`config.mk`:
```
export PLATFORM = sky130hd
export DESIGN_NAME = result_bus
export DESIGN_NICKNAME = d
export VERILOG_FILES = /design/src/result_bus.sv
export VERILOG_INCLUDE_DIRS = /design/src
export SDC_FILE = /design/constraint.sdc
export NUM_CORES = 1
export LEC_CHECK = 0
export ABC_AREA = 1
export BUFFER_PORTS_ARGS = -buffer_cell sky130_fd_sc_hd__buf_2
export CAP_MARGIN = 20
export CORE_UTILIZATION = 24
export DETAILED_ROUTE_END_ITERATION = 6
export PLACE_DENSITY_LB_ADDON = 0.2
export RECOVER_POWER = 25
export SYNTH_ARGS = -nofsm -noshare
export SYNTH_HDL_FRONTEND = slang
export SYNTH_SLANG_ARGS = --single-unit
```
`constraint.sdc`:
```
create_clock -name vclk -period 1.3
set_input_delay 0.39 -clock vclk [all_inputs]
set_output_delay 0.39 -clock vclk [all_outputs]
set_load 0.01 [all_outputs]
```
`src/core_settings.svh`:
```
// global widths and issue queue sizing for the integer core slice
`ifndef CORE_SETTINGS_SVH
`define CORE_SETTINGS_SVH

// data path width
`define XLEN 32

// instruction tag width, supplied by the source
`define TAG_W 6

// issue queue entries, also the credit count after reset
`define IQ_DEPTH 8

// credit counter must hold IQ_DEPTH
`define CREDIT_W 4

`endif
```
`src/result_bus.sv`:
```
// result bus merging ALU and forwarded results into one broadcast
`timescale 1ns/100ps
`include "core_settings.svh"

module result_bus (
  input  logic                 alu_valid,
  input  logic [`TAG_W-1:0]    alu_tag,
  input  logic [`XLEN-1:0]     alu_value,
  input  logic                 fwd_valid,
  input  logic [`TAG_W-1:0]    fwd_tag,
  input  logic [`XLEN-1:0]     fwd_value,
  output logic                 fwd_busy,
  output logic                 result_valid,
  output logic [`TAG_W-1:0]    result_tag,
  output logic [`XLEN-1:0]     result_value
);

  // ALU always owns the bus when it has a result
  assign fwd_busy     = alu_valid;
  assign result_valid = alu_valid | fwd_valid;
  assign result_tag   = alu_valid ? alu_tag : fwd_tag;
  assign result_value = alu_valid ? alu_value : fwd_value;

endmodule

```
* Word-level counts from Yosys, hierarchy flattened
Cells that the tools add are included.
Storage, ports and cells: bits in registers 0, word-level logic and storage cells 3
Operators by class: muxes and demuxes 2, bitwise gates (word level) 1
Operator list (number):
- 32-bit two-way mux | 1
- 6-bit two-way mux | 1
- 1-bit bitwise OR | 1

* Longest topological paths before layout
depth after elaboration 1, mapped depth 5

* Worst setup path before layout
No wires, ideal clock.
path type input port to output port, start input alu_valid, end output result_value[10], required time 0.910 ns, arrival time 0.867 ns, buffers on the path 2, setup slack 0.043 ns, cell stages on the path 5, cells stage by stage inv_2 -> buf_2 -> buf_6 -> nand2_1 -> nand2_1
Between the ends: word-level cells in the longest chain between the ends 1
Ends and longest elaborated chain:
- from (decl) | line result_bus.sv:6 | input logic alu_valid,
- 32-bit two-way mux | line result_bus.sv:22 | assign result_value = alu_valid ? alu_value : fwd_value;
- to (decl) | line result_bus.sv:15 | output logic [`XLEN-1:0] result_value
Every way passes these cells.

* Final worst setup path
start input alu_valid, end output result_value[1]
The elaborated chain is that of the path after synthesis.

==> reports/summary.txt <==
Crit-path leading delay family = buffers and inverters
Crit path kind = in -> out
Gpl congestion = 0.727
Max stage delay on crit path = 170 ps
Final hold viol count = 0
Chip height = 47.8 µm
Vias/cell = 4.16
Vias in the first global route = 760
Achievable Freq = 744 MHz
Worst EP arrival = 950 ps
Compound-Gate Fraction of Synth Area = 0%
Fill cells = 225
Final cell count without fillers = 270
Layout Utilization = 67.9%
Commonest non-fill, non-tap cells in the layout = 113 x buf_2, 94 x nand2_1, 15 x nand2_2
Syn Area/Cell = 4.02 µm²
Syn_nets = 203
Post-route DRC = 0
Max Cap Viol = 0
Worst vdd rail ir drop = 0.000197 V
Slew @ Worst Pin = 115 ps
Min-Delay Startpoint = fwd_value[1]
Crit-path cells = buf_12 > clkinv_8 > clkbuf_16 > nand2_1 > nand2_1 > buf_2
Distinct cell type count after synthesis = 6
Slew Limit Fails = 0
Status = complete, but fails checks
Layout cell share with drive strength beyond 1 = 61.3%
Top cells by area, synth = nand2_1 85%, buf_4 4.5%, buf_6 4.5%
Gate Count Post-Synth = 125
Gr usage total = 15.2%
Antenna violations before repair = 0
Place WS = -115 ps
DR WL/cell = 9.00 µm
Failing checks = setup timing
Adder-cell share of the synthesized area = 0%
Worst setup path startpoint = alu_valid
Post-synthesis mux area share = 0%
Initial Utilization = 25.6%
Pleak = 0.931 nW
Fin crit period = 1340 ps
Clkbuf count = 0
Crit. End Element = output port
Synth Cell Area = 503 µm²
DPL Wire Length = 1.82 mm
Seq/Total Area, Yosys = 0%
Crit Path Max Fanout = 8
Slowest-stage cell, CP = clkbuf_16
WL final = 2.43 mm
Worst min-delay path class = in -> out
Commonest non-fill, non-tap cell in the layout = buf_2
RSZ-0062 raised after global routing = yes
First-pass GRT wire length = 2.68 mm
DR top layer = met3
Multi-input logic area = 509 µm²
Post-DRT Antenna Nets = 0
ANT cells = 0
Xor and xnor area share after synthesis = 0%
Core Area = 0.00196 mm²
Cts hold-fix bufs = 0
Critical Path RT = 910 ps
Vias post-DR = 1124
Chip width = 47.8 µm
DP Cell Count = 267
Area grow syn2layout = 165%
Type of origin of the critical path = primary input
Setup Buffers After CTS = 0
CP Buf/Inv Count = 4
Worst Slack Setup Final = -43.8 ps
FFs & Latches = 0
Final setup viols = 36
Period utilization = 103%
Number of cells on the critical path = 6
Largest net degree at the start of global routing = 19
Register Area = 0 µm²
Yosys warns = 0
Total congestion overflow = 0
Pre-antenna DRT Iters = 4
Slew HR = 92.3%
Metal-1 WL = 964 µm
Nets@finish = 323
1st-iter DRT viols = 10
Largest family of logic cells by synthesized area = simple AND/OR/NAND/NOR gates
Crit path top cell by count = nand2_1
Full die area = 0.00228 mm²
Post-Synth Simple-Gate Area = 86.3%
Pwr per Cell Area = 356 mW/mm²
I/O pin count = 118
# rows = 16
Metal3 WL = 280 µm
Hold Path Depth = 4
WL met2 = 1.18 mm
Port buffer count = 118
Synth area leader = nand2_1
Synth top area share = 85.1%
## repair_timing
item,CTS,global route
cloned,0,3
setup endpoints to repair,39,39
gates resized for setup,8,32
pin swaps,0,2
## area by class of cell
type,instances,share of cell area [%]
Timing Repair Buffer,127,58.0
Inverter,1,1.22
Tap cell,27,2.54
Multi-Input combinational cell,115,38.2
## path summary, 6_finish.rpt
path	endpoint	slack, ps
worst max-delay path	result_value[1]	-40
worst min-delay path	result_value[1]	1050
## routing by layer
layer  up-vias  GRT usage (%)
li1        605              -
met4         0           2.22
met2        65           30.8
met1       454           16.9
met3         0           1.89
met5         -              0
## cells by family (layout without fill, tap and decap cells)
| logic type | after synthesis | count (layout) |
|---|---|---|
| buffers and inverters | 10 | 128 |
| AND/OR/NAND/NOR | 115 | 115 |
## cell usage after synthesis
| library cell | instances |
|---|---|
| buf_2 | 4 |
| buf_4 | 3 |
| inv_2 | 1 |
| buf_6 | 2 |
| or2_2 | 1 |
| nand2_1 | 114 |
## stage by stage
| stage | instance area, µm² | hold slack, ps | power (mW) | setup TNS, ps |
|---|---|---|---|---|
| after global routing | 1330 | 1070 | 0.527 | -2330 |
| after floorplan | 503 | 872 | 0.182 | 0 |
| after CTS | 1160 | 1050 | 0.413 | -875 |
| after global placement | 1130 | 1050 | 0.398 | -3410 |
| final | 1330 | 1050 | 0.474 | -782 |
| after detailed placement | 1130 | 1050 | 0.401 | -3860 |
## where the power goes
group	internal, mW	total (mW)	switching, mW
clock	0	0	0
sequential	0	0	0
combinational	0.252	0.474	0.223
Power figures use the tool's default switching activity.
