File: config.mk
export PLATFORM = sky130hd
export DESIGN_NAME = issue_queue
export DESIGN_NICKNAME = d
export VERILOG_FILES = /design/src/core_pkg.sv /design/src/issue_queue.sv
export VERILOG_INCLUDE_DIRS = /design/src
export SDC_FILE = /design/constraint.sdc
export NUM_CORES = 2
export LEC_CHECK = 0
export ABC_CLOCK_PERIOD_IN_PS = 13230
export BUFFER_PORTS_ARGS = -buffer_cell sky130_fd_sc_hd__buf_2
export CAP_MARGIN = 25
export CORE_MARGIN = 4
export CORE_UTILIZATION = 45
export DETAILED_ROUTE_END_ITERATION = 8
export PLACE_DENSITY = 0.73
export SKIP_LAST_GASP = 1
export SYNTH_ARGS = -nofsm -noshare
export SYNTH_HDL_FRONTEND = slang
export SYNTH_SLANG_ARGS = --single-unit
File: constraint.sdc
create_clock -name clk -period 13.23 [get_ports clk]
set_clock_uncertainty 0.2 [all_clocks]
set_input_delay 1.323 -clock clk [delete_from_list [all_inputs] [get_ports clk]]
set_output_delay 1.323 -clock clk [all_outputs]
set_load 0.01 [all_outputs]
File: src/core_settings.svh
// global widths and issue queue sizing for the integer core slice
`ifndef CORE_SETTINGS_SVH
`define CORE_SETTINGS_SVH

// data path width
`define XLEN 32

// instruction tag width, supplied by the source
`define TAG_W 6

// issue queue entries, also the credit count after reset
`define IQ_DEPTH 8

// credit counter must hold IQ_DEPTH
`define CREDIT_W 4

`endif
File: src/core_pkg.sv
// shared opcode constants, ALU operations and operand selects of the core slice
package core_pkg;

  // major opcodes of the supported classes
  localparam logic [6:0] OPC_OP     = 7'b0110011;
  localparam logic [6:0] OPC_OP_IMM = 7'b0010011;
  localparam logic [6:0] OPC_LUI    = 7'b0110111;
  localparam logic [6:0] OPC_AUIPC  = 7'b0010111;

  // integer ALU operations
  typedef enum logic [4:0] {
    ALU_ADD,
    ALU_SUB,
    ALU_SLL,
    ALU_SLT,
    ALU_SLTU,
    ALU_XOR,
    ALU_SRL,
    ALU_SRA,
    ALU_OR,
    ALU_AND,
    ALU_PASS_B
  } alu_op_t;

  // source of operand 1
  typedef enum logic [1:0] {
    SRC_REG,
    SRC_PC,
    SRC_ZERO
  } src_sel_t;

endpackage

File: src/issue_queue.sv
// collapsing issue queue with result wakeup, oldest-ready issue and credit return
`timescale 1ns/100ps
`include "core_settings.svh"

module issue_queue (
  input  logic                 clk,
  input  logic                 rst_n,
  input  logic                 dispatch_valid,
  input  logic [`TAG_W-1:0]    disp_tag,
  input  core_pkg::alu_op_t    disp_op,
  input  logic                 disp_op1_ready,
  input  logic [`XLEN-1:0]     disp_op1,
  input  logic                 disp_op2_ready,
  input  logic [`XLEN-1:0]     disp_op2,
  input  logic                 result_valid,
  input  logic [`TAG_W-1:0]    result_tag,
  input  logic [`XLEN-1:0]     result_value,
  output logic                 issue_valid,
  output logic [`TAG_W-1:0]    issue_tag,
  output core_pkg::alu_op_t    issue_op,
  output logic [`XLEN-1:0]     issue_a,
  output logic [`XLEN-1:0]     issue_b,
  output logic                 credit_return
);
  import core_pkg::*;

  localparam int IDX_W = $clog2(`IQ_DEPTH);
  localparam int CNT_W = $clog2(`IQ_DEPTH + 1);

  // an operand that is not ready holds the producer tag in its low bits
  typedef struct packed {
    logic [`TAG_W-1:0] tag;
    alu_op_t           op;
    logic              rdy1;
    logic [`XLEN-1:0]  val1;
    logic              rdy2;
    logic [`XLEN-1:0]  val2;
  } iq_entry_t;

  // slot 0 is the oldest entry
  iq_entry_t        ent   [`IQ_DEPTH];
  iq_entry_t        woken [`IQ_DEPTH];
  iq_entry_t        nxt   [`IQ_DEPTH];
  logic [CNT_W-1:0] count;
  logic [CNT_W-1:0] wr_pos;
  logic [IDX_W-1:0] sel;

  // lowest ready slot wins, scanning from the top down
  always_comb begin
    issue_valid = 1'b0;
    sel         = '0;
    for (int i = `IQ_DEPTH - 1; i >= 0; i--) begin
      if (CNT_W'(i) < count && ent[i].rdy1 && ent[i].rdy2) begin
        issue_valid = 1'b1;
        sel         = IDX_W'(i);
      end
    end
  end

  assign issue_tag     = ent[sel].tag;
  assign issue_op      = ent[sel].op;
  assign issue_a       = ent[sel].val1;
  assign issue_b       = ent[sel].val2;
  assign credit_return = issue_valid;
  assign wr_pos        = count - CNT_W'(issue_valid);

  always_comb begin
    for (int i = 0; i < `IQ_DEPTH; i++) begin
      woken[i] = ent[i];
      if (result_valid && !ent[i].rdy1 && ent[i].val1[`TAG_W-1:0] == result_tag) begin
        woken[i].rdy1 = 1'b1;
        woken[i].val1 = result_value;
      end
      if (result_valid && !ent[i].rdy2 && ent[i].val2[`TAG_W-1:0] == result_tag) begin
        woken[i].rdy2 = 1'b1;
        woken[i].val2 = result_value;
      end
    end
    // close the gap left by the issued entry, then append
    for (int i = 0; i < `IQ_DEPTH; i++) begin
      nxt[i] = woken[i];
    end
    for (int i = 0; i < `IQ_DEPTH - 1; i++) begin
      if (issue_valid && IDX_W'(i) >= sel) begin
        nxt[i] = woken[i + 1];
      end
    end
    for (int i = 0; i < `IQ_DEPTH; i++) begin
      if (dispatch_valid && CNT_W'(i) == wr_pos) begin
        nxt[i] = '{tag: disp_tag, op: disp_op, rdy1: disp_op1_ready, val1: disp_op1,
                   rdy2: disp_op2_ready, val2: disp_op2};
      end
    end
  end

  always_ff @(posedge clk or negedge rst_n) begin
    if (!rst_n) begin
      count <= '0;
    end else begin
      count <= wr_pos + CNT_W'(dispatch_valid);
    end
  end

  always_ff @(posedge clk) begin
    for (int i = 0; i < `IQ_DEPTH; i++) begin
      ent[i] <= nxt[i];
    end
  end

endmodule

=== After elaboration in Yosys (flattened, before gate mapping) ===
Memory sizes are Yosys's and may differ from the RTL's.
Index checks and enable logic that the tools add are counted.

* Output and inout bits: 77
* Input bits: 119
* Memories: 1
* Word-level logic and storage cells: 169
* Memory bits (writable): 616
* Bits in registers: 4

* Reduce and logical (&&, ||, !) cells: 80
* Add/subtract/negate cells: 2
* $lt $le $gt $ge: 15
* Eq/ne operators: 23
* Muxes and demuxes: 47

{| class="wikitable"
|+ Memory list
! memory !! depth !! width !! rd ports !! clocked after memory_dff !! write ports !! line !! text
|-
| ent || 8 || 77 || 9 || 0 || 8 || issue_queue.sv:41 || <nowiki>iq_entry_t ent [`IQ_DEPTH];</nowiki>
|}

{| class="wikitable"
|+ Operators with widths
! cell !! number
|-
| 77-bit two-way mux || 15
|-
| 33-bit two-way mux || 16
|-
| 6-bit == test || 16
|-
| 1-bit logical AND || 63
|-
| 3-bit two-way mux || 8
|-
| 3-bit by 4-bit == test with 1-bit output (first input constant) || 4
|-
| 1-bit logical NOT || 16
|-
| 3-bit by 4-bit less-than comparator with 1-bit output (first input constant) || 4
|-
| 3-bit >= comparator (first input constant) || 3
|-
| 2-bit by 4-bit == test with 1-bit output (first input constant) || 2
|-
| 1-bit by 4-bit less-than comparator with 1-bit output (first input constant) || 2
|-
| 2-bit by 4-bit less-than comparator with 1-bit output (first input constant) || 2
|-
| 1-bit two-way mux || 8
|-
| 1-bit by 3-bit >= comparator with 1-bit output (first input constant) || 2
|-
| 2-bit by 3-bit >= comparator with 1-bit output (first input constant) || 2
|-
| 4-bit by 1-bit adder with 4-bit output || 1
|-
| 1-bit by 4-bit == test with 1-bit output (first input constant) || 1
|-
| 4-bit logical NOT || 1
|-
| 4-bit by 1-bit subtractor with 4-bit output || 1
|}

=== Logic depth before layout (Yosys ltp) ===
* Word-level depth: 15
* Mapped depth: 19
* Mapped depth without buffers: 12

=== Least setup slack after synthesis ===
No wires, ideal clock.

* Kind: reg2reg
* Start: register, netlist name count[3]
* End: memory ent[0][33] (netlist bit) (enable)
* Setup time: 0.391 ns
* Path slack: 8.512 ns
* Period minus slack after synthesis: 4.718 ns
* Path buffers: 5
* Stages on the path, launching flop included: 16
* Data required time: 12.639 ns
* Data arrival time: 4.127 ns
* Cell sequence: dfrtp_1 -> buf_6 -> o311ai_4 -> o21ai_2 -> buf_6 -> nor3_2 -> buf_4 -> nand2_1 -> ha_1 -> ha_1 -> clkbuf_1 -> nand3_1 -> or2_2 -> clkbuf_1 -> nand2_1 -> a41o_1

{| class="wikitable"
|+ RTL lines
! element !! line
|-
| end: declaration || issue_queue.sv:41
|}

=== Worst setup path after layout ===
* Start: register count[3]
* End: output issue_a[4]

* Word-level cells in the longest chain between the ends: 12
* Elaborated cells between the ends (all ways): 33
* Those cells by class: order compare: 8; mux: 8; reduce/logical: 16; memory: 1

{| class="wikitable"
|+ Ends and longest elaborated chain
! element !! line !! text
|-
| start: declaration || issue_queue.sv:44 || <nowiki>logic [CNT_W-1:0] count;</nowiki>
|-
| start signal: assignment || issue_queue.sv:100 || <nowiki>count <= wr_pos + CNT_W'(dispatch_valid);</nowiki>
|-
| 3-bit by 4-bit less-than comparator with 1-bit output || issue_queue.sv:53 || <nowiki>if (CNT_W'(i) < count && ent[i].rdy1 && ent[i].rdy2) begin</nowiki>
|-
| 1-bit logical AND (2 in a row) || issue_queue.sv:53 ||
|-
| 3-bit two-way mux (7 in a row) || issue_queue.sv:53 ||
|-
| 3-bit two-way mux * || issue_queue.sv:53 ||
|-
| memory 8 x 77 bit * || n/a ||
|-
| end: declaration || issue_queue.sv:21 || <nowiki>output logic [`XLEN-1:0] issue_a,</nowiki>
|}

Every way passes the cells marked *; elsewhere a longest branch is shown, timed or not.

==> run_results.csv <==
group,metric,value,unit
global_routing,grt_pass1_wl,211000,um
sta,fin_crit,7770,ps
yosys,synthFlopType,"dfxtp_1",
route,wl_per_cell,26.8,um
sta,hold_viol,0,
clocking,ctsHoldBuffers,0,
clocking,postCtsSetupBuffers,0,
pwr,p_leak,14.4,nW
place,placedCellCount,5130,
clocking,postCtsResizedCells,0,
global_routing,grt_pass1_vias,34337,
yosys,synth_top_area_cell,"dfxtp_1",
yosys,synth-seq-cells,620,
sta,fin_ws,5460,ps
route,wl,142000,um
final_layout,fillers,7439,
yosys,synth_top_family_by_area,"compound AO/OA/AOI/OAI gates",
yosys,async_reset_ff_frac,0.00645,
yosys,synth_nets,4519,
clocking,clk_latency,630,ps
hold_path,hp-class,"in -> async",
route,ant_nets,0,
pwr,power_density,365,nW/um^2
final_layout,stdcell_count,5282,
clocking,htree_num_levels,3,
floorplanning,core-area,79100,um^2
yosys,synth.distinct_cells,75,
floorplanning,rows,103,
route,vias_per_cell,6.85,
floorplanning,initial_core_util,0.455,
yosys,synth_top_area_frac,0.257,
sta,final_max_slew_viol_count,0,
clocking,clk_path_buf_depth,3,
sta,timing.hold.ws,303,ps
route,first_pass_iters,8,
yosys,ys_top_cells_by_area,"dfxtp_1 26%, edfxtp_1 13%, o31ai_1 8.1%",
sta,grt_setup_unrepaired,"false",
yosys,synth-simple-area-share,0.176,
yosys,syn_avg_cell_area,8.18,um^2
clocking,path_clk_slew,60,ps
clocking,cts_tree,"built",
final_layout,final_core_util,0.492,
sta,worst_pin_slew,1160,ps
job,cap_violations,0,
place,io_buffer_count,195,
global_routing,grt_overflow,0,
floorplanning,dieWidth,291,um
route,vias,36170,
yosys,syn_area,36000,um^2
floorplanning,ios,196,
sta,post-route-period-util,0.587,
yosys,yosysWarnings,0,
worst_setup_path,cp-start-kind,"flop",
route,drc,0,
yosys,synth-edff-count,154,
worst_setup_path,crit_path_max_fanout,96,
clocking,cts_buffers,70,
yosys,synth_fa_ha_area_frac,0.00139,
place,dp_slack,6410,ps
route,drt_iter0_drc,5578,
worst_setup_path,worstPathArrival,6250,ps
pwr,ir_drop,0.324,mV
yosys,ys_seq_area_frac,0.388,
global_routing,grt_max_degree,201,
floorplanning,die_area,84500,um^2
yosys,synth-xor-area-share,0.0248,
place,dp_hpwl,80700,um
sta,setup_viol,0,
yosys,synth_mux_area_frac,0.0403,
clocking,cts_root_buf,"clkbuf_16",
sta,fin_setup_tns,0,ps
sta,fmax,129,MHz
clocking,cts.sinks,620,
worst_setup_path,critPathKind,"reg -> out",
run_status,status,"finished, final reports clean",
final_layout,mostFrequentLayoutCells,"581 x nand2_1, 462 x dfxtp_1, 408 x nor2_1",
place,place.gp.congestion,0.922,
final_layout,mostFrequentLayoutCell,"nand2_1",
yosys,synth_compound_area_frac,0.292,
worst_setup_path,cp_data_required_time,11710,ps
final_layout,syn_to_final_growth,8.17,%
floorplanning,chipHeight,291,um
worst_setup_path,cp-end-kind,"output pin",
yosys,synth_cells,4396,
sta,max_slew_margin,0.227,
global_routing,track_usage,0.316,
final_layout,fin_nets,4280,
global_routing,antenna_found_initial,31,
final_layout,layout-drive-gt1-share,0.143,
-- power by group --
part           internal (mW)  total [mW]  leakage (nW)  switching [mW]
Clock                   1.19        2.03          1.13           0.846
Sequential              3.21        4.04          5.50           0.828
Combinational           2.94        8.15          7.74            5.21
Total                   7.34        14.2          14.4            6.89
-- final cells by class --
type | count | area (um^2) | share of cell area
sequential | 620 | 14000 | 0.359
clock buffer | 104 | 2030 | 0.0523
clock inverter | 23 | 297 | 0.00762
timing repair buffer | 269 | 1660 | 0.0428
multi-input combinational | 3188 | 19600 | 0.503
inverter | 8 | 30.0 | 0.000772
antenna | 20 | 50.0 | 0.00129
tap | 1050 | 1310 | 0.0338
-- stage by stage --
step           power, mW  area, um^2
2_1_floorplan       9.28       36000
3_3_place_gp        11.7       36400
3_5_place_dp        11.8       36400
4_1_cts             13.9       38800
5_1_grt             14.9       38900
6_report            14.2       38900
-- final timing paths --
check	cells after the start	start	slack [ps]	endpoint
setup / recovery	9	count[3]$_DFF_PN0_	5460	issue_a[4]
hold reg to reg	2	ent[7][65]$_DFF_P_	300	ent[7][65]$_DFF_P_
max in group asynchronous	1	rst_n	12400	count[1]$_DFF_PN0_
min in group clk	2	ent[7][65]$_DFF_P_	300	ent[7][65]$_DFF_P_
setup reg to reg	11	count[3]$_DFF_PN0_	7490	ent[4][11]$_DFF_P_
hold / removal	1	rst_n	300	count[0]$_DFF_PN0_
-- flip-flops by register name (all words and copies together), names as in the netlist --
| name | cells |
|---|---|
| count | 4 |
| ent | 616 |
-- kinds of logic after synthesis --
logic type	after synthesis
buffers and inverters	588
DFF	620
muxes	141
and+or+nand+nor	1393
adders and majority gates	4
AOI/OAI and AO/OA	1549
xor gates and xnor gates	101
-- worst max-delay path, cell delays in order (launching register included) --
cell and delay [ps]:
dfrtp_1 620, a21oi_1 280, o22ai_1 180, a211o_4 720, nand2_4 780, buf_4 890, buf_4 750, a21oi_1 160
nor4_1 810, buf_2 270
-- cell usage after synthesis, types with 68 or more instances --
library cell  instances
dfxtp_1             462
nand2_1             584
nor4_1               84
mux2i_1             132
and3_1              150
a211oi_1            152
clkbuf_1            278
o21ai_1              68
o31ai_1             386
o22ai_1             257
a21oi_1             283
a31o_2              150
nor2_1              413
o21ai_0             130
edfxtp_1            154
buf_2               187
-- layer usage --
layer  part of all wire  routed length (um)  vias to the layer above  GRT usage
li1                   -                   -                    15879          -
met1               0.38               53600                    16932      0.412
met2               0.43               61600                     2741      0.478
met3               0.13               18500                      602     0.0759
met4              0.056                7970                       16      0.183
met5            0.00073                 103                        -          0
No activity file was read; power rests on OpenSTA's default activity.
