[src/core_settings.svh]
// global widths and issue queue sizing for the integer core slice
`ifndef CORE_SETTINGS_SVH
`define CORE_SETTINGS_SVH

// data path width
`define XLEN 32

// instruction tag width, supplied by the source
`define TAG_W 6

// issue queue entries, also the credit count after reset
`define IQ_DEPTH 8

// credit counter must hold IQ_DEPTH
`define CREDIT_W 4

`endif
[src/core_pkg.sv]
// shared opcode constants, ALU operations and operand selects of the core slice
package core_pkg;

  // major opcodes of the supported classes
  localparam logic [6:0] OPC_OP     = 7'b0110011;
  localparam logic [6:0] OPC_OP_IMM = 7'b0010011;
  localparam logic [6:0] OPC_LUI    = 7'b0110111;
  localparam logic [6:0] OPC_AUIPC  = 7'b0010111;

  // integer ALU operations
  typedef enum logic [4:0] {
    ALU_ADD,
    ALU_SUB,
    ALU_SLL,
    ALU_SLT,
    ALU_SLTU,
    ALU_XOR,
    ALU_SRL,
    ALU_SRA,
    ALU_OR,
    ALU_AND,
    ALU_PASS_B
  } alu_op_t;

  // source of operand 1
  typedef enum logic [1:0] {
    SRC_REG,
    SRC_PC,
    SRC_ZERO
  } src_sel_t;

endpackage

[src/inst_decode.sv]
// registered RV32I decoder for OP, OP-IMM, LUI and AUIPC
`timescale 1ns/100ps
`include "core_settings.svh"

module inst_decode (
  input  logic                 clk,
  input  logic                 rst_n,
  input  logic                 inst_valid,
  input  logic [31:0]          inst_word,
  input  logic [`XLEN-1:0]     inst_pc,
  input  logic [`TAG_W-1:0]    inst_tag,
  input  logic                 rename_stall,
  output logic                 dec_valid,
  output logic [`XLEN-1:0]     dec_pc,
  output logic [`TAG_W-1:0]    dec_tag,
  output core_pkg::alu_op_t    dec_op,
  output core_pkg::src_sel_t   dec_src1_sel,
  output logic                 dec_uses_rs2,
  output logic                 dec_forward,
  output logic [4:0]           dec_rd,
  output logic [4:0]           dec_rs1,
  output logic [4:0]           dec_rs2,
  output logic [`XLEN-1:0]     dec_imm
);
  import core_pkg::*;

  logic [6:0]       opcode;
  logic [2:0]       funct3;
  logic             alt;
  logic             legal;
  logic             uses_rs2;
  logic             forward;
  alu_op_t          op;
  src_sel_t         src1_sel;
  logic [`XLEN-1:0] imm;

  // funct3 map shared by OP and OP-IMM, sub only exists in OP
  function automatic alu_op_t funct_op(input logic [2:0] f3, input logic f7b5,
                                       input logic is_reg);
    case (f3)
      3'b000:  funct_op = (f7b5 && is_reg) ? ALU_SUB : ALU_ADD;
      3'b001:  funct_op = ALU_SLL;
      3'b010:  funct_op = ALU_SLT;
      3'b011:  funct_op = ALU_SLTU;
      3'b100:  funct_op = ALU_XOR;
      3'b101:  funct_op = f7b5 ? ALU_SRA : ALU_SRL;
      3'b110:  funct_op = ALU_OR;
      default: funct_op = ALU_AND;
    endcase
  endfunction

  assign opcode = inst_word[6:0];
  assign funct3 = inst_word[14:12];
  assign alt    = inst_word[30];

  always_comb begin
    legal    = 1'b1;
    uses_rs2 = 1'b0;
    forward  = 1'b0;
    src1_sel = SRC_REG;
    op       = ALU_ADD;
    // I-type immediate unless a U-type class overrides it
    imm      = {{20{inst_word[31]}}, inst_word[31:20]};
    case (opcode)
      OPC_OP: begin
        uses_rs2 = 1'b1;
        op       = funct_op(funct3, alt, 1'b1);
      end
      OPC_OP_IMM: op = funct_op(funct3, alt, 1'b0);
      OPC_LUI: begin
        forward  = 1'b1;
        src1_sel = SRC_ZERO;
        op       = ALU_PASS_B;
        imm      = {inst_word[31:12], 12'b0};
      end
      OPC_AUIPC: begin
        src1_sel = SRC_PC;
        imm      = {inst_word[31:12], 12'b0};
      end
      default: legal = 1'b0;
    endcase
  end

  always_ff @(posedge clk or negedge rst_n) begin
    if (!rst_n) begin
      dec_valid <= 1'b0;
    end else if (!rename_stall) begin
      dec_valid <= inst_valid & legal;
    end
  end

  // stage payload held while rename is stalled
  always_ff @(posedge clk) begin
    if (!rename_stall) begin
      dec_pc       <= inst_pc;
      dec_tag      <= inst_tag;
      dec_op       <= op;
      dec_src1_sel <= src1_sel;
      dec_uses_rs2 <= uses_rs2;
      dec_forward  <= forward;
      dec_rd       <= inst_word[11:7];
      dec_rs1      <= inst_word[19:15];
      dec_rs2      <= inst_word[24:20];
      dec_imm      <= imm;
    end
  end

endmodule

[config.mk]
export PLATFORM = sky130hd
export DESIGN_NAME = inst_decode
export DESIGN_NICKNAME = d
export VERILOG_FILES = /design/src/core_pkg.sv /design/src/inst_decode.sv
export VERILOG_INCLUDE_DIRS = /design/src
export SDC_FILE = /design/constraint.sdc
export NUM_CORES = 1
export LEC_CHECK = 0
export BUFFER_PORTS_ARGS = -buffer_cell sky130_fd_sc_hd__buf_2
export CORE_UTILIZATION = 45
export CTS_BUF_LIST = sky130_fd_sc_hd__clkbuf_4
export CTS_CLUSTER_DIAMETER = 60
export CTS_CLUSTER_SIZE = 40
export DETAILED_ROUTE_END_ITERATION = 7
export GPL_TIMING_DRIVEN = 0
export PLACE_DENSITY = 0.77
export SLEW_MARGIN = 15
export SYNTH_ARGS = -nofsm -noshare
export SYNTH_HDL_FRONTEND = slang
export SYNTH_SLANG_ARGS = --single-unit
export TNS_END_PERCENT = 20
[constraint.sdc]
create_clock -name clk -period 1.1 [get_ports clk]
set_input_delay 0.22 -clock clk [delete_from_list [all_inputs] [get_ports clk]]
set_output_delay 0.22 -clock clk [all_outputs]
set_load 0.1 [all_outputs]
Word level (Yosys, flattened, before mapping)
Cells that the tools add are included.
{"block": "word_totals", "output_inout_bits": 95, "wordCells": 36, "input_bits": 74, "ff_bits": 95}
{"block": "classes", "muxes": 10, "eq_ne": 10, "bitwise_logic": 1, "reduce_logical": 3}
{"operator": "case mux 4 bit (7 select lines)", "count": 2}
{"operator": "two-way mux 31 bit", "count": 1}
{"operator": "== test 7 x 5 -> 1 bit (second input constant)", "count": 2}
{"operator": "== test 7 x 6 -> 1 bit (second input constant)", "count": 2}
{"operator": "case mux 4 bit (3 select lines)", "count": 1}
{"operator": "== test 3 bit (second input constant)", "count": 3}
{"operator": "== test 3 x 2 -> 1 bit (second input constant)", "count": 2}
{"operator": "two-way mux 1 bit", "count": 5}
{"operator": "case mux 2 bit (2 select lines)", "count": 1}
{"operator": "OR reduction 4 bit", "count": 1}
{"operator": "== test 3 x 1 -> 1 bit (second input constant)", "count": 1}
{"operator": "zero test 3 bit", "count": 1}
{"operator": "OR reduction 2 bit", "count": 1}
{"operator": "AND 1 bit", "count": 1}

Depth between registers and ports, before layout
Gate-level depths: netlist (run 1).
{"block": "logic_depth", "ltp_word": 4, "mapped_depth": 5, "ltp_nobuf": 3}

Worst setup path after synthesis (run 1)
Ideal clock, no wire load.
{"block": "synth_timing", "kind": "in2reg", "start": "input rename_stall", "end": "register dec_imm[0] (enable)", "required_ns": 0.654, "stages": 1, "setup_slack_ns": -1.360, "setup_ns": 0.446, "arrival_time_ns": 2.014, "path_buffers": 0, "cell_sequence": "inv_1"}
{"element": "start, declared", "line": "inst_decode.sv:12", "source": "input logic rename_stall,"}
{"element": "end signal, assigned", "line": "inst_decode.sv:104", "source": "dec_imm <= imm;"}
{"element": "end, declared", "line": "inst_decode.sv:23", "source": "output logic [`XLEN-1:0] dec_imm"}
No word-level cell between the ends.

Worst setup path after layout (run 1)
{"block": "layout_timing", "start": "register dec_src1_sel[1]", "end": "output dec_src1_sel[1]"}
{"element": "start, declared", "line": "inst_decode.sv:17", "source": "output core_pkg::src_sel_t dec_src1_sel,"}
{"element": "start signal, assigned", "line": "inst_decode.sv:98", "source": "dec_src1_sel <= src1_sel;"}
No word-level cell between the ends.

==> results by group, run 1 <==
Status
  • Run status: finished, violations left
  • Failing checks: negative setup slack

Synth
  • Post-synth top area cell: edfxtp_1
  • Mapped Avg Cell Area: between 15 and 20 sq um
  • Synth area leaders: edfxtp_1, a21o_1, nor2b_1
  • Synth warn: 0
  • Top-count cell post-synth: edfxtp_1
  • Seq cells post-synth: 93
  • Mapped cell area: 3240 sq um
  • Instance count of the mapped netlist: between 150 and 200
  • EDFF count, synth: 92
  • Sequential area share after synthesis: 85.9%
  • Synth async-reset ratio: 1.08%
  • Post-synth cell types: 23
  • Post-synth top cells: edfxtp_1, a21o_1, nor2b_1
  • Top cell type's share of synthesized area: 85.2%
  • Syn_nets: 237
  • Post-synth top flop: edfxtp_1

Global route
  • Remaining Overflow, GRT: 0
  • Largest net degree at the start of global routing: 42
  • Vias in the first global route: between 2k and 2.5k
  • Antenna violations before repair: 0
  • First-pass GRT wire length: 13,300 microns
  • Global Route Usage Sum: 24.7%

Timing
  • Final period util: 125%
  • Post-route setup slack: -0.278 ns
  • Final setup TNS: -15.51 ns
  • Fmax: just over 700 MHz
  • Final Hold Viols: 0
  • Final Skew: 0 ns
  • Setup violations, final: 94
  • Tmin final: between 1 and 1.5 ns
  • Slew Limit Fails: 0
  • RSZ-0062 raised after global routing: yes

Clocking
  • Max Buffers Root-to-Sink: 2
  • Clk_lat worst skew: 0.42 ns
  • CTS Sinks: 93
  • Post-CTS Repair Setup Buffers: 0
  • H-tree Lvls: 3
  • CTS tree: done
  • Number of CTS-inserted buffers: 9
  • Worst-path clk slew: ~0.14 ns
  • Root Driver: clkbuf_4

Power
  • Internal power: 5.72 mW
  • Psw: 3.61 mW
  • Clock Power Share: 19.9%
  • Reg power frac: 46.7%
  • Sw Ratio: 38.7%
  • PwrDens: ~1700 nW/um^2
  • Combinational share of power: 33.5%
  • Pleak: 2.37 nW
  • VDD IR max: 1.07 mV

Detailed routing
  • Vias per std cell: 4.68
  • Antenna Nets Post-Route: 0
  • DR iter-0 viols: 155
  • Router iterations before antenna repair: 4
  • Post-DR wirelength/cell: 18.3 microns
  • Vias: between 2k and 2.5k
  • Routed wire length: 9140 microns
  • DRC Markers: 0

Placement
  • IO Port Bufs: 166
  • GP Congestion: 0.687
  • DP HPWL: 4480 microns

Setup path
  • Worst Path Max Fanout: 2
  • Critical path arrival: roughly 1.2 ns
  • Max incr delay on CP: 0.45 ns
  • Cell chain of the critical path: buf_6, buf_12
  • Crit Path Category: register to output port
  • Crit start category: register
  • Worst Path Required: 0.88 ns
  • Crit end category: output port
  • CP max-delay cell: edfxtp_1

Final layout
  • Syn-to-layout area delta: 70.9%
  • Fin util: 80.7%
  • FF/Latch Area: roughly 2800 sq um
  • Number of diodes: 0
  • Final #Nets: around 470
  • Fill count: 356
  • Share of layout cells above drive strength 1: between 40% and 50%
  • Multi-input gate area: 403 sq um

Run
  • Max Cap Viol: 0

Min path
  • Class of the worst hold path: primary input to register

Floorplanning
  • Die ar.: 7550 sq um
  • Overall die height: 86.9 microns
  • Num rows: 30
  • Starting density of the core: 47.2%
  • Core area: ~6900 sq um
  • Chip Width: 86.9 microns
  • I/O pin cnt: 169
[layer usage]
| layer | global-route usage [%] | routed length [microns] | up-vias |
|---|---|---|---|
| met1 | 28.5 | 3460 | 1107 |
| met3 | 6.92 | 705 | 12 |
| met2 | 44.6 | 4860 | 128 |
| met4 | 7.88 | 110 | 0 |
| li1 | - | - | 1083 |
| met5 | 0 | 0 | - |
[final timing paths]
path / slack [ns] / startpoint / cells after the start / end
min in group asynchronous: 0.08 / rst_n / 2 / dec_valid$_DFFE_PN0N_
worst min register to register: 0.59 / dec_valid$_DFFE_PN0N_ / 2 / dec_valid$_DFFE_PN0N_
worst max register to register: 0.40 / dec_valid$_DFFE_PN0N_ / 2 / dec_valid$_DFFE_PN0N_
max in group asynchronous: 0.94 / rst_n / 2 / dec_valid$_DFFE_PN0N_
worst min-delay path: 0.04 / inst_valid / 3 / dec_valid$_DFFE_PN0N_
worst max-delay path: -0.28 / dec_src1_sel[1]$_DFFE_PN_ / 2 / dec_src1_sel[1]
[area by class of cell]
type                            count  share of cell area (%)
Multi-Input combinational cell     60                    7.27
Tap cell                           96                    2.17
Buffer                              9                   0.970
Clock inverter                      6                    1.13
Timing Repair Buffer              223                    36.7
Sequential cell                    93                    50.3
Clock buffer                       10                    1.35
Inverter                            1                   0.135
[placed cells by master (no fill, tap or decap), types with 2 or more instances in the layout]
master          n
edfxtp_1       92
buf_4           2
nor3_1          3
and2b_2         2
buf_2          77
nor2b_1        13
a21o_1         19
o21ai_0         4
dlygate4sd3_1  55
buf_6          89
nor3b_1         2
clkbuf_4       10
buf_12          4
nand2_1         7
clkbuf_2        2
buf_8           3
clkinvlp_4      3
[flip-flops by register name, summed over array words and instances, names as in the netlist]
signal / count
dec_imm: 32
dec_op: 4
dec_pc: 32
dec_rd: 5
dec_rs1: 5
dec_rs2: 5
dec_src1_sel: 2
dec_tag: 6
dec_uses_rs2: 1
dec_valid: 1
[timing repair]
action                     CTS  global route
hold buffers                54             1
resized for setup          192             3
hold endpoints to repair    54             1
setup endpoints to repair   94            94
[worst max-delay path: cells and delay by family (launching register included)]
family   cells  cell delay (ns)
buf+inv      2             0.30
flops        1             0.45
[power by group through the flow]
stage                     Clock [mW]  Sequential, mW  Combinational [mW]
after floorplan                    0            6.32               0.172
after global placement             0            4.33                2.57
after detailed placement           0            4.33                2.60
after CTS                       1.86            4.32                3.08
after global routing            2.04            4.37                3.19
final                           1.85            4.36                3.12
[cells by family (layout without fill, tap and decap cells)]
logic type	count (synthesis)	count (layout)	share of synthesized area [%]
AND/OR/NAND/NOR	33	33	6.44
multiplexers	1	1	0.347
buffers and inverters	10	249	1.66
AO/OA/AOI/OAI	25	25	5.52
flip-flops	93	93	85.9
other	1	1	0.116
[through the flow]
step | setup slack (ns) | cells | cell area, sq um | total power, mW | hold slack, ns
2_1_floorplan | -0.823 | 163 | 3250 | 6.50 | -0.0756
3_3_place_gp | -1.47 | 425 | 4200 | 6.90 | -0.00506
3_5_place_dp | -0.340 | 427 | 4240 | 6.93 | -0.00369
4_1_cts | -0.299 | 497 | 5520 | 9.27 | 0.00298
5_1_grt | -0.340 | 498 | 5540 | 9.61 | 0.00827
6_report | -0.278 | 498 | 5540 | 9.33 | 0.0405
Note: power is estimated with default switching activity, not from simulation.
==> run 2: changes to the inputs <==
--- a/config.mk
+++ b/config.mk
@@ -14,6 +14,7 @@
 export DETAILED_ROUTE_END_ITERATION = 7
 export GPL_TIMING_DRIVEN = 0
 export PLACE_DENSITY = 0.77
+export SETUP_SLACK_MARGIN = 0.2
 export SLEW_MARGIN = 15
 export SYNTH_ARGS = -nofsm -noshare
 export SYNTH_HDL_FRONTEND = slang
==> constraint.sdc (replaced) <==
create_clock -name clk -period 1.1 [get_ports clk]
set_input_delay 0.165 -clock clk [delete_from_list [all_inputs] [get_ports clk]]
set_output_delay 0.165 -clock clk [all_outputs]
set_load 0.1 [all_outputs]
==> run 2 against run 1 <==
  * The run still ends with negative setup slack left
  * Sequential share of layout area fell by 0.92 points
  * Total power rose by 0.36%
  * Cell count rose by 1.6%
  * Critical endpoint unchanged
==> results by group, run 2 (synthesis results as in run 1) <==
Detailed routing
  • Post-DR wirelength/cell: 18.5 microns
  • Routed wire length: 9380 microns
  • DRC Markers: 0
  • Router iterations before antenna repair: 4
  • DR iter-0 viols: 154
  • Vias: around 2.4k
  • Antenna Nets Post-Route: 0
  • Vias per std cell: 4.76

Power
  • Sw Ratio: 38.7%
  • VDD IR max: 1.02 mV
  • Pleak: roughly 2.4 nW
  • PwrDens: 1660 nW/um^2
  • Internal power: 5.75 mW
  • Psw: between 3 and 4 mW
  • Combinational share of power: about a third
  • Reg power frac: between 40% and 50%
  • Clock Power Share: slightly below 20%

Setup path
  • Crit Path Category: register to output port
  • Critical path arrival: ~1.2 ns
  • Worst Path Required: 0.94 ns
  • RR Endpoint: dec_valid$_DFFE_PN0N_
  • Max incr delay on CP: between 0.4 and 0.5 ns
  • Crit end category: output port
  • Crit start category: register
  • Cell chain of the critical path: buf_6, buf_12
  • Crit path from: dec_src1_sel[1]$_DFFE_PN_
  • Worst Path Max Fanout: 2
  • CP max-delay cell: edfxtp_1
  • R2R setup slack: 0.39 ns
  • R2R cell count: 2
  • Capture point of the worst path: dec_src1_sel[1]
  • Crit Reg-Reg Startpoint: dec_valid$_DFFE_PN0N_

Floorplanning
  • Chip Width: 86.9 microns
  • I/O pin cnt: about 170
  • Starting density of the core: between 40 and 50%
  • Core area: 6870 sq um
  • Die ar.: 7550 sq um
  • Num rows: 30
  • Overall die height: between 80 and 90 microns

Placement
  • IO Port Bufs: 166
  • Number of cells after detailed placement: between 400 and 500
  • DP HPWL: 4480 microns
  • GP Congestion: 0.687
  • DP Worst Slack: -0.285 ns
  • Area after DPL: 4240 sq um

Final layout
  • Most frequent cells in the layout: edfxtp_1, buf_6, buf_2
  • Non-Filler Instances: 506
  • Syn-to-layout area delta: 74.1%
  • Commonest non-fill, non-tap cell in the layout: edfxtp_1
  • Final #Nets: approximately 480
  • Top flop regs: dec_imm x32, dec_pc x32, dec_tag x6
  • Share of layout cells above drive strength 1: 48.5%
  • Finished layout cell area: 5650 sq um
  • Number of diodes: 0
  • Fill count: 339

Timing
  • Final Skew: 0 ns
  • Final Hold Viols: 0
  • Fmax: 763 MHz
  • Worst hold margin: 0.0833 ns
  • RSZ-0062 raised after global routing: yes
  • Final period util: 119%
  • Slew Limit Fails: 0
  • Post-route setup slack: -0.211 ns
  • Setup violations, final: 94
  • Tmin final: between 1 and 1.5 ns

Status
  • Failing checks: negative setup slack
  • Run status: finished, violations left

Global route
  • Global Route Usage Sum: 25.2%
  • First-pass GRT wire length: 13,500 microns
  • Vias in the first global route: about 2.5k
  • Antenna violations before repair: 0
  • Remaining Overflow, GRT: 0
  • Largest net degree at the start of global routing: 42

Min path
  • Hold Startpoint: inst_word[30]
  • Class of the worst hold path: primary input to register

Clocking
  • CTS tree: done
  • Worst-path clk slew: 0.13 ns
  • Max Buffers Root-to-Sink: 2
  • Number of CTS-inserted buffers: 9
  • Root Driver: clkbuf_4
  • CTS Sinks: 93
  • Clk_lat worst skew: ~0.42 ns
  • H-tree Lvls: 3

Run
  • Max Cap Viol: 0
[run 2: changes by cell type in the layout (fill, tap and decap cells not counted), sizes merged]
cell         previous run  this run
dlygate4sd3            55        63
[run 2: final cells by class]
| cell class | count | area (sq um) | share of cell area, % |
|---|---|---|---|
| clock buffers | 10 | 75.1 | 1.33 |
| repair buffers | 231 | 2110 | 37.4 |
| clock inverters | 6 | 62.6 | 1.11 |
| inverters | 1 | 7.51 | 0.133 |
| plain buffers | 9 | 66.3 | 1.17 |
| multi-input cells | 60 | 414 | 7.33 |
| well taps | 96 | 120 | 2.13 |
| flip-flops and latches | 93 | 2790 | 49.4 |
[run 2: worst max-delay path: cells and delay by family (launching register included)]
kind	cells	cell delay (ns)
DFF	1	0.44
buffers and inverters	2	0.29
[run 2: routing by layer]
metal	track usage [%]	vias to the layer above	share of wire (%)
met5	0	-	0
met4	7.88	0	1.1
met3	6.92	12	7.5
met2	45.5	133	55
met1	29.2	1164	36
li1	-	1100	-
[run 2: how the worst min path moves through the flow]
stage | endpoint | slack [ns] | cells past startpoint
after floorplan | dec_valid$_DFFE_PN0N_ | -0.13 | 0
after global placement | dec_valid$_DFFE_PN0N_ | -0.06 | 1
after CTS | dec_valid$_DFFE_PN0N_ | 0.0008 | 2
after global routing | dec_imm[30]$_DFFE_PN_ | 0.06 | 2
after detailed placement | dec_valid$_DFFE_PN0N_ | -0.06 | 1
final | dec_imm[30]$_DFFE_PN_ | 0.08 | 2
[run 2: what timing repair did]
action	in CTS	in global routing
pin swaps	0	0
gates resized for setup	193	13
gates cloned	0	0
buffers inserted	0	0
endpoints found under the hold margin	63	1
endpoints found under the setup margin	98	123
hold buffers	62	1
[run 2: metrics by stage]
| step | total power [mW] | TNS [ns] | util (%) |
|---|---|---|---|
| after floorplan | 6.50 | -73.17 | - |
| after global placement | 6.90 | -138.79 | 61.1 |
| after detailed placement | 6.93 | -16.66 | 61.7 |
| after CTS | 9.29 | -11.55 | 81.6 |
| after global routing | 9.65 | -15.81 | 82.2 |
| final | 9.37 | -10.26 | 82.2 |
[run 2: power groups by stage]
stage | combinational (mW) | sequential, mW | clock (mW)
finish | 3.16 | 4.36 | 1.85
global route | 3.23 | 4.37 | 2.05
CTS | 3.11 | 4.32 | 1.86
detailed placement | 2.60 | 4.33 | 0
global placement | 2.57 | 4.33 | 0
floorplan | 0.172 | 6.32 | 0
